==> config.mk <==
export PLATFORM = sky130hd
export DESIGN_NAME = mgmt_regs_top
export DESIGN_NICKNAME = d
export VERILOG_FILES = /design/src/logic/mgmt_pkg.sv /design/src/logic/trig_mux_select.sv /design/src/logic/front_panel_ctrl.sv /design/src/logic/drp_lane_ctrl.sv /design/src/logic/mgmt_regs_top.sv
export SDC_FILE = /design/constraint.sdc
export NUM_CORES = 1
export LEC_CHECK = 0
export ABC_AREA = 0
export BUFFER_PORTS_ARGS = -buffer_cell sky130_fd_sc_hd__buf_4
export CAP_MARGIN = 10
export CORE_MARGIN = 3
export CORE_UTILIZATION = 40
export DETAILED_ROUTE_END_ITERATION = 6
export PLACE_DENSITY = 0.8
export SYNTH_ARGS = -nofsm -noshare
export SYNTH_HDL_FRONTEND = slang
export SYNTH_SLANG_ARGS = --single-unit
==> constraint.sdc <==
create_clock -name clk -period 2.9 [get_ports clk]
set_input_delay 0.58 -clock clk [delete_from_list [all_inputs] [get_ports clk]]
set_output_delay 0.58 -clock clk [all_outputs]
set_load 0.05 [all_outputs]
==> src/logic/mgmt_pkg.sv <==
`default_nettype none

package mgmt_pkg;

	////////////////////////////////////////
	// Bus and field widths

	// Host register bus
	typedef logic [15:0] reg_addr_t;
	typedef logic [7:0]  reg_data_t;

	// Crossbar selector per trigger channel
	typedef logic [3:0]  muxsel_t;

	// Transceiver DRP port
	typedef logic [8:0]  drp_addr_t;
	typedef logic [15:0] drp_data_t;

	// Trigger channel counts
	localparam int NUM_TRIG  = 12;
	// Relay channels are the top outputs, 8 to 11
	localparam int NUM_RELAY = 4;

	////////////////////////////////////////
	// Register address map

	// Front panel SPI
	localparam reg_addr_t REG_FRONT_CTRL  = 16'h0050;
	localparam reg_addr_t REG_FRONT_DATA  = 16'h0051;
	localparam reg_addr_t REG_FRONT_STAT  = 16'h0052;
	localparam reg_addr_t REG_FRONT_LED_0 = 16'h0053;
	localparam reg_addr_t REG_FRONT_LED_1 = 16'h0054;
	localparam reg_addr_t REG_FRONT_LED_2 = 16'h0055;

	// First of twelve consecutive selector registers
	localparam reg_addr_t REG_MUXSEL_BASE = 16'h00f0;

	// DRP lane windows, 32 bytes each
	localparam reg_addr_t REG_LANE0_BASE  = 16'h0080;
	localparam reg_addr_t REG_LANE1_BASE  = 16'h00a0;

	// Offsets inside a lane window
	localparam logic [7:0] DRP_OFF_WD   = 8'h04;
	localparam logic [7:0] DRP_OFF_WD_1 = 8'h05;
	localparam logic [7:0] DRP_OFF_AD   = 8'h06;
	localparam logic [7:0] DRP_OFF_AD_1 = 8'h07;
	localparam logic [7:0] DRP_OFF_RD   = 8'h08;
	localparam logic [7:0] DRP_OFF_RD_1 = 8'h09;
	localparam logic [7:0] DRP_OFF_STAT = 8'h0a;

endpackage

`default_nettype wire

==> src/logic/trig_mux_select.sv <==
`timescale 1ns/1ps
`default_nettype none

module trig_mux_select (
	input  wire                                        clk,
	input  wire                                        rst_n,

	// Host write port
	input  wire                                        wr_en,
	input  mgmt_pkg::reg_addr_t                        wr_addr,
	input  mgmt_pkg::reg_data_t                        wr_data,

	// One selector per trigger output
	output mgmt_pkg::muxsel_t [mgmt_pkg::NUM_TRIG-1:0] muxsel
);

	import mgmt_pkg::*;

	////////////////////////////////////////
	// Selector bank

	// Channel k lives at REG_MUXSEL_BASE + k
	// Addresses past the last channel match nothing
	always_ff @(posedge clk) begin
		if (!rst_n) begin
			muxsel <= '0;
		end
		else if (wr_en) begin
			for (int k = 0; k < NUM_TRIG; k++) begin
				if (wr_addr == reg_addr_t'(REG_MUXSEL_BASE + k))
					muxsel[k] <= wr_data[$bits(muxsel_t)-1:0];
			end
		end
	end

endmodule

`default_nettype wire

==> src/logic/front_panel_ctrl.sv <==
`timescale 1ns/1ps
`default_nettype none

module front_panel_ctrl (
	input  wire                           clk,
	input  wire                           rst_n,

	// Host bus
	input  wire                           wr_en,
	input  mgmt_pkg::reg_addr_t           wr_addr,
	input  mgmt_pkg::reg_data_t           wr_data,
	input  wire                           rd_en,
	input  mgmt_pkg::reg_addr_t           rd_addr,
	output mgmt_pkg::reg_data_t           rd_data,

	// Status for the LED indicators
	input  wire [mgmt_pkg::NUM_TRIG-1:0]  trig_in_led,
	input  wire [mgmt_pkg::NUM_TRIG-1:0]  trig_out_led,
	input  wire [mgmt_pkg::NUM_RELAY-1:0] relay_state,

	// SPI shifter
	output logic                          front_shift_en,
	output mgmt_pkg::reg_data_t           front_shift_data,
	input  wire                           front_shift_done,
	input  mgmt_pkg::reg_data_t           front_rx_data,
	output logic                          front_cs_n
);

	import mgmt_pkg::*;

	// First relay switched output channel
	localparam int RELAY_FIRST = NUM_TRIG - NUM_RELAY;

	logic [2*NUM_TRIG-1:0] led_state;
	logic                  shift_req;
	reg_data_t             shift_byte;
	logic                  busy;

	////////////////////////////////////////
	// LED status word

	always_comb begin
		// Low half shows the outputs
		led_state[NUM_TRIG-1:0] = trig_out_led;
		// Relay in input mode, keep its output LED dark
		for (int k = 0; k < NUM_RELAY; k++) begin
			if (relay_state[k])
				led_state[RELAY_FIRST+k] = 1'b0;
		end
		// High half shows the inputs in reversed order
		for (int i = 0; i < NUM_TRIG; i++)
			led_state[NUM_TRIG+i] = trig_in_led[NUM_TRIG-1-i];
	end

	////////////////////////////////////////
	// Write decode

	// Raw byte or one of the three LED bytes
	always_comb begin
		shift_req  = 1'b0;
		shift_byte = wr_data;
		if (wr_en) begin
			case (wr_addr)
				REG_FRONT_DATA: shift_req = 1'b1;
				REG_FRONT_LED_0: begin
					shift_req  = 1'b1;
					shift_byte = led_state[7:0];
				end
				REG_FRONT_LED_1: begin
					shift_req  = 1'b1;
					shift_byte = led_state[15:8];
				end
				REG_FRONT_LED_2: begin
					shift_req  = 1'b1;
					shift_byte = led_state[23:16];
				end
				default: shift_req = 1'b0;
			endcase
		end
	end

	always_ff @(posedge clk) begin
		if (!rst_n) begin
			front_shift_en   <= 1'b0;
			front_shift_data <= '0;
			front_cs_n       <= 1'b1;
			busy             <= 1'b0;
		end
		else begin
			// One cycle request, data held until the next one
			front_shift_en <= shift_req;
			if (shift_req)
				front_shift_data <= shift_byte;
			if (wr_en && wr_addr == REG_FRONT_CTRL)
				front_cs_n <= wr_data[0];
			// Done has priority over a new request
			if (front_shift_done)
				busy <= 1'b0;
			else if (shift_req)
				busy <= 1'b1;
		end
	end

	////////////////////////////////////////
	// Read decode

	// Zero whenever the address is not ours
	always_ff @(posedge clk) begin
		rd_data <= '0;
		if (rd_en) begin
			case (rd_addr)
				REG_FRONT_STAT: rd_data <= {7'b0, busy};
				REG_FRONT_DATA: rd_data <= front_rx_data;
				default:        rd_data <= '0;
			endcase
		end
	end

endmodule

`default_nettype wire

==> src/logic/drp_lane_ctrl.sv <==
`timescale 1ns/1ps
`default_nettype none

module drp_lane_ctrl #(
	// Start of this lane's 32 byte register window
	parameter mgmt_pkg::reg_addr_t LANE_BASE = mgmt_pkg::REG_LANE0_BASE
) (
	input  wire                 clk,
	input  wire                 rst_n,

	// Host bus
	input  wire                 wr_en,
	input  mgmt_pkg::reg_addr_t wr_addr,
	input  mgmt_pkg::reg_data_t wr_data,
	input  wire                 rd_en,
	input  mgmt_pkg::reg_addr_t rd_addr,
	output mgmt_pkg::reg_data_t rd_data,

	// Transceiver DRP port
	output logic                drp_en,
	output logic                drp_we,
	output mgmt_pkg::drp_addr_t drp_addr,
	output mgmt_pkg::drp_data_t drp_wdata,
	input  mgmt_pkg::drp_data_t drp_rdata,
	input  wire                 drp_done,
	input  wire                 rx_rstdone
);

	import mgmt_pkg::*;

	// Absolute addresses of the lane registers
	localparam reg_addr_t ADDR_WD   = LANE_BASE + reg_addr_t'(DRP_OFF_WD);
	localparam reg_addr_t ADDR_WD_1 = LANE_BASE + reg_addr_t'(DRP_OFF_WD_1);
	localparam reg_addr_t ADDR_AD   = LANE_BASE + reg_addr_t'(DRP_OFF_AD);
	localparam reg_addr_t ADDR_AD_1 = LANE_BASE + reg_addr_t'(DRP_OFF_AD_1);
	localparam reg_addr_t ADDR_RD   = LANE_BASE + reg_addr_t'(DRP_OFF_RD);
	localparam reg_addr_t ADDR_RD_1 = LANE_BASE + reg_addr_t'(DRP_OFF_RD_1);
	localparam reg_addr_t ADDR_STAT = LANE_BASE + reg_addr_t'(DRP_OFF_STAT);

	logic start;
	logic busy;

	// Writing the high address byte launches the transaction
	assign start = wr_en && (wr_addr == ADDR_AD_1);

	////////////////////////////////////////
	// Staging and start

	always_ff @(posedge clk) begin
		if (!rst_n) begin
			drp_en    <= 1'b0;
			drp_we    <= 1'b0;
			drp_addr  <= '0;
			drp_wdata <= '0;
			busy      <= 1'b0;
		end
		else begin
			drp_en <= start;
			if (wr_en) begin
				case (wr_addr)
					ADDR_WD:   drp_wdata[7:0]  <= wr_data;
					ADDR_WD_1: drp_wdata[15:8] <= wr_data;
					ADDR_AD:   drp_addr[7:0]   <= wr_data;
					ADDR_AD_1: begin
						// Bit 7 is the write flag, bit 0 the address MSB
						drp_addr[8] <= wr_data[0];
						drp_we      <= wr_data[7];
					end
					default: ;
				endcase
			end
			// Done has priority over a new start
			if (drp_done)
				busy <= 1'b0;
			else if (start)
				busy <= 1'b1;
		end
	end

	////////////////////////////////////////
	// Read decode

	// Zero outside this window so the top can OR lanes together
	always_ff @(posedge clk) begin
		rd_data <= '0;
		if (rd_en) begin
			case (rd_addr)
				ADDR_RD:   rd_data <= drp_rdata[7:0];
				ADDR_RD_1: rd_data <= drp_rdata[15:8];
				ADDR_STAT: rd_data <= {6'b0, rx_rstdone, busy};
				default:   rd_data <= '0;
			endcase
		end
	end

endmodule

`default_nettype wire

==> src/logic/mgmt_regs_top.sv <==
`timescale 1ns/1ps
`default_nettype none

module mgmt_regs_top (
	input  wire                                        clk,
	input  wire                                        rst_n,

	// Host register bus
	input  wire                                        rd_en,
	input  mgmt_pkg::reg_addr_t                        rd_addr,
	output logic                                       rd_valid,
	output mgmt_pkg::reg_data_t                        rd_data,
	input  wire                                        wr_en,
	input  mgmt_pkg::reg_addr_t                        wr_addr,
	input  mgmt_pkg::reg_data_t                        wr_data,

	// Crossbar selectors and LED status
	output mgmt_pkg::muxsel_t [mgmt_pkg::NUM_TRIG-1:0] muxsel,
	input  wire [mgmt_pkg::NUM_TRIG-1:0]               trig_in_led,
	input  wire [mgmt_pkg::NUM_TRIG-1:0]               trig_out_led,
	input  wire [mgmt_pkg::NUM_RELAY-1:0]              relay_state,

	// Front panel SPI
	output logic                                       front_shift_en,
	output mgmt_pkg::reg_data_t                        front_shift_data,
	input  wire                                        front_shift_done,
	input  mgmt_pkg::reg_data_t                        front_rx_data,
	output logic                                       front_cs_n,

	// Lane 0 DRP
	output logic                                       lane0_drp_en,
	output logic                                       lane0_drp_we,
	output mgmt_pkg::drp_addr_t                        lane0_drp_addr,
	output mgmt_pkg::drp_data_t                        lane0_drp_wdata,
	input  mgmt_pkg::drp_data_t                        lane0_drp_rdata,
	input  wire                                        lane0_drp_done,
	input  wire                                        lane0_rx_rstdone,

	// Lane 1 DRP
	output logic                                       lane1_drp_en,
	output logic                                       lane1_drp_we,
	output mgmt_pkg::drp_addr_t                        lane1_drp_addr,
	output mgmt_pkg::drp_data_t                        lane1_drp_wdata,
	input  mgmt_pkg::drp_data_t                        lane1_drp_rdata,
	input  wire                                        lane1_drp_done,
	input  wire                                        lane1_rx_rstdone
);

	import mgmt_pkg::*;

	// Per block read bytes, zero unless the block owns rd_addr
	reg_data_t front_rd_data;
	reg_data_t lane0_rd_data;
	reg_data_t lane1_rd_data;

	////////////////////////////////////////
	// Read response

	// Every read completes one cycle after the strobe
	always_ff @(posedge clk) begin
		if (!rst_n)
			rd_valid <= 1'b0;
		else
			rd_valid <= rd_en;
	end

	// Blocks decode disjoint ranges so a plain OR merges them
	assign rd_data = front_rd_data | lane0_rd_data | lane1_rd_data;

	////////////////////////////////////////
	// Register blocks

	// Selectors are write only
	trig_mux_select mux_sel (
		.clk     (clk),
		.rst_n   (rst_n),
		.wr_en   (wr_en),
		.wr_addr (wr_addr),
		.wr_data (wr_data),
		.muxsel  (muxsel)
	);

	front_panel_ctrl front (
		.clk              (clk),
		.rst_n            (rst_n),
		.wr_en            (wr_en),
		.wr_addr          (wr_addr),
		.wr_data          (wr_data),
		.rd_en            (rd_en),
		.rd_addr          (rd_addr),
		.rd_data          (front_rd_data),
		.trig_in_led      (trig_in_led),
		.trig_out_led     (trig_out_led),
		.relay_state      (relay_state),
		.front_shift_en   (front_shift_en),
		.front_shift_data (front_shift_data),
		.front_shift_done (front_shift_done),
		.front_rx_data    (front_rx_data),
		.front_cs_n       (front_cs_n)
	);

	// Same lane logic, placed at two windows
	drp_lane_ctrl #(
		.LANE_BASE (REG_LANE0_BASE)
	) lane0 (
		.clk        (clk),
		.rst_n      (rst_n),
		.wr_en      (wr_en),
		.wr_addr    (wr_addr),
		.wr_data    (wr_data),
		.rd_en      (rd_en),
		.rd_addr    (rd_addr),
		.rd_data    (lane0_rd_data),
		.drp_en     (lane0_drp_en),
		.drp_we     (lane0_drp_we),
		.drp_addr   (lane0_drp_addr),
		.drp_wdata  (lane0_drp_wdata),
		.drp_rdata  (lane0_drp_rdata),
		.drp_done   (lane0_drp_done),
		.rx_rstdone (lane0_rx_rstdone)
	);

	drp_lane_ctrl #(
		.LANE_BASE (REG_LANE1_BASE)
	) lane1 (
		.clk        (clk),
		.rst_n      (rst_n),
		.wr_en      (wr_en),
		.wr_addr    (wr_addr),
		.wr_data    (wr_data),
		.rd_en      (rd_en),
		.rd_addr    (rd_addr),
		.rd_data    (lane1_rd_data),
		.drp_en     (lane1_drp_en),
		.drp_we     (lane1_drp_we),
		.drp_addr   (lane1_drp_addr),
		.drp_wdata  (lane1_drp_wdata),
		.drp_rdata  (lane1_drp_rdata),
		.drp_done   (lane1_drp_done),
		.rx_rstdone (lane1_rx_rstdone)
	);

endmodule

`default_nettype wire

==> flow_metrics.env <==
export IMPL_area_growth_syn_to_layout_pct=43.5
export IMPL_synth_seq_cells=140
export IMPL_finalHoldViolCount=0
export IMPL_route_detailed_drc=0
export IMPL_synth_xor_area_share_pct=0
export IMPL_path_clk_slew_ps=60
export IMPL_crit_required_ps=3170
export IMPL_dp_cells=1055
export IMPL_finalSetupTns_ps=0
export IMPL_synthAdderAreaFrac_pct=0
export IMPL_initial_core_util_pct=41.5
export IMPL_synth_top_family_by_area="simple AND/OR/NAND/NOR gates"
export IMPL_synth_cell_types=40
export IMPL_cts_htree_levels=4
export IMPL_place_ws_ps=265
export IMPL_endpoint_kind="flip-flop"
export IMPL_synth_area_per_cell_um2=8.51
export IMPL_grt_max_degree=94
export IMPL_io_pins=238
export IMPL_clk_latency_ps=420
export IMPL_syn_inst=688
export IMPL_rsz0062_at_grt="false"
export IMPL_finalClockSkew_ps=6.13
export IMPL_clock_sinks=140
export IMPL_final_layout_size_suffix_gt1_share_pct=33.4
export IMPL_drtIter0Drc=401
export IMPL_syn_num_nets=805
export IMPL_post_route_min_period_ps=2230
export IMPL_mostFrequentLayoutCells="buf_4 (257), dfxtp_1 (140), a21oi_1 (94)"
export IMPL_totalWireLength_um=21300
export IMPL_die_h_um=127
export IMPL_synth_edf_count=0
export IMPL_dp_hpwl_um=14600
export IMPL_nets=1011
export IMPL_worst_pin_slew_ps=937
export IMPL_die_area_mm2=0.0161
export IMPL_grt_pass1_wl_um=32100
export IMPL_fin_crit_sh_pct=76.8
export IMPL_cap_viol_max_count=0
export IMPL_core_area_mm2=0.0141
export IMPL_setup_viol=0
export IMPL_globalplace_congestion=0.865
export IMPL_die_width_um=127
export IMPL_hold_path_depth=2
export IMPL_place_area_mm2=0.00776
export IMPL_portBuffers=237
export IMPL_leakage_nw=3.44
export IMPL_async_flop_share_pct=0
export IMPL_ctsResizeCount=0
export IMPL_antenna_found_initial=0
export IMPL_muxShareOfSynthArea_pct=4.79
export IMPL_finalMaxSlewViolations=0
export IMPL_postLayoutCellArea_mm2=0.00840
export IMPL_postCtsSetupBuffers=0
export IMPL_fin_cells=1086
export IMPL_grt_overflow_total=0
export IMPL_ys_flop_type="dfxtp_1"
export IMPL_clock_fmax_mhz=449
export IMPL_postCtsHoldBufs=0
export IMPL_final_common_cell="buf_4"
export IMPL_cp_start_kind="input port"
export IMPL_netlist_area_mm2=0.00586
export IMPL_antennaDiodeCount=0
export IMPL_pwr_density_cell_mw_per_mm2=550
export IMPL_critPathKind="input port to flip-flop"
export IMPL_viasPerCell=5.64
export IMPL_grt_pass1_vias=5879
export IMPL_holdWs_ps=320
export IMPL_gr_usage_all_layers_pct=25.3
export IMPL_slew_headroom_pct=37.5
export IMPL_ant_nets=0
export IMPL_cts_path_max_buffers=2
export IMPL_cts_tree="yes"
export IMPL_wl_per_cell_um=19.6
export IMPL_post_synth_and_or_nand_nor_area_fraction_pct=21.4
export IMPL_setup_ws_ps=674
export IMPL_critPathMaxFanout=8
export IMPL_arrival_ps=2500
export IMPL_hold_path_class="input port to flip-flop"
export IMPL_finish_utilization_pct=59.6
export IMPL_rows=43
export IMPL_synth_compound_area_share_pct=20.1
export IMPL_vdd_ir_drop_max_mv=0.363
export IMPL_clock_tree_root_cell="clkbuf_16"
export IMPL_yosysWarnings=0
export IMPL_cts_inserted_buffers=17
export IMPL_yosysSeqAreaShare_pct=47.9
export IMPL_vias=6128
export IMPL_total_power_mw=4.62
export IMPL_status="completed"
export IMPL_rr_worst_depth=2
export IMPL_drtPass1Iterations=5
[path summary, 6_finish.rpt]
| kind | start | endpoint | slack [ps] |
|---|---|---|---|
| worst min-delay path | lane0_drp_done | lane0.busy | 320 |
| worst max-delay path | wr_addr[9] | front.front_shift_data[6] | 670 |
| worst max register to register | mux_sel.muxsel[46] | mux_sel.muxsel[46] | 2210 |
| worst min register to register | mux_sel.muxsel[9] | mux_sel.muxsel[9] | 460 |
[cells in the mapped netlist (5+ instances only)]
cell | instances | area [µm²]
and2_1 | 10 | 62.6
mux2i_1 | 28 | 280
o221ai_1 | 8 | 70.1
nand3_1 | 67 | 335
nor2b_1 | 9 | 56.3
nand2_1 | 23 | 86.3
buf_2 | 5 | 25.0
inv_1 | 18 | 67.6
nand4_1 | 39 | 244
o21ai_0 | 91 | 455
a22oi_1 | 8 | 60.1
a21oi_1 | 94 | 470
dfxtp_1 | 140 | 2800
buf_1 | 8 | 30.0
clkbuf_1 | 58 | 218
or3_1 | 9 | 56.3
nor2_1 | 21 | 78.8
nor3_1 | 9 | 45.0
[per-layer routing]
metal  track usage, %  up-vias  share of wire (%)  wire [µm]
met4             6.75        0                1.3        278
met3             10.4       25                 11       2430
met5                0        -                  0          0
met1             30.6     2882                 40       8470
li1                 -     2912                  -          -
met2             41.9      309                 47      10100
[critical path: stages]
cell,delay [ps]
buf_4,120
or4_4,600
or4_4,610
o31ai_4,410
o221ai_1,180
[power breakdown]
group	total [mW]	internal [mW]	switching [mW]
logic	0.353	0.152	0.202
registers	1.92	1.92	0.000214
clock network	2.35	1.54	0.807
[cell families after synthesis]
family,count (synthesis)
buffers and inverters,89
AND/OR/NAND/NOR,218
AO/OA/AOI/OAI,213
multiplexers,28
flip-flops,140
[area by class of cell]
cell class	instances	area, µm²
well taps	180	225
repair buffers	258	1950
inverters	18	67.6
fillers	1252	5690
multi-input cells	459	2720
clock buffers	19	443
clock inverters	12	195
flip-flops and latches	140	2800
[registers in the layout, indices dropped and copies added, names as in the netlist]
name	cells
lane0.drp_en	1
lane0.drp_we	1
lane1.busy	1
lane1.rd_data	8
rd_valid	1
lane0.busy	1
front.front_shift_en	1
front.front_shift_data	8
lane0.drp_addr	9
lane1.drp_wdata	16
lane0.rd_data	8
front.front_cs_n	1
lane1.drp_addr	9
lane1.drp_en	1
front.rd_data	8
lane1.drp_we	1
mux_sel.muxsel	48
front.busy	1
lane0.drp_wdata	16
No activity file was read; power rests on OpenSTA's default activity.
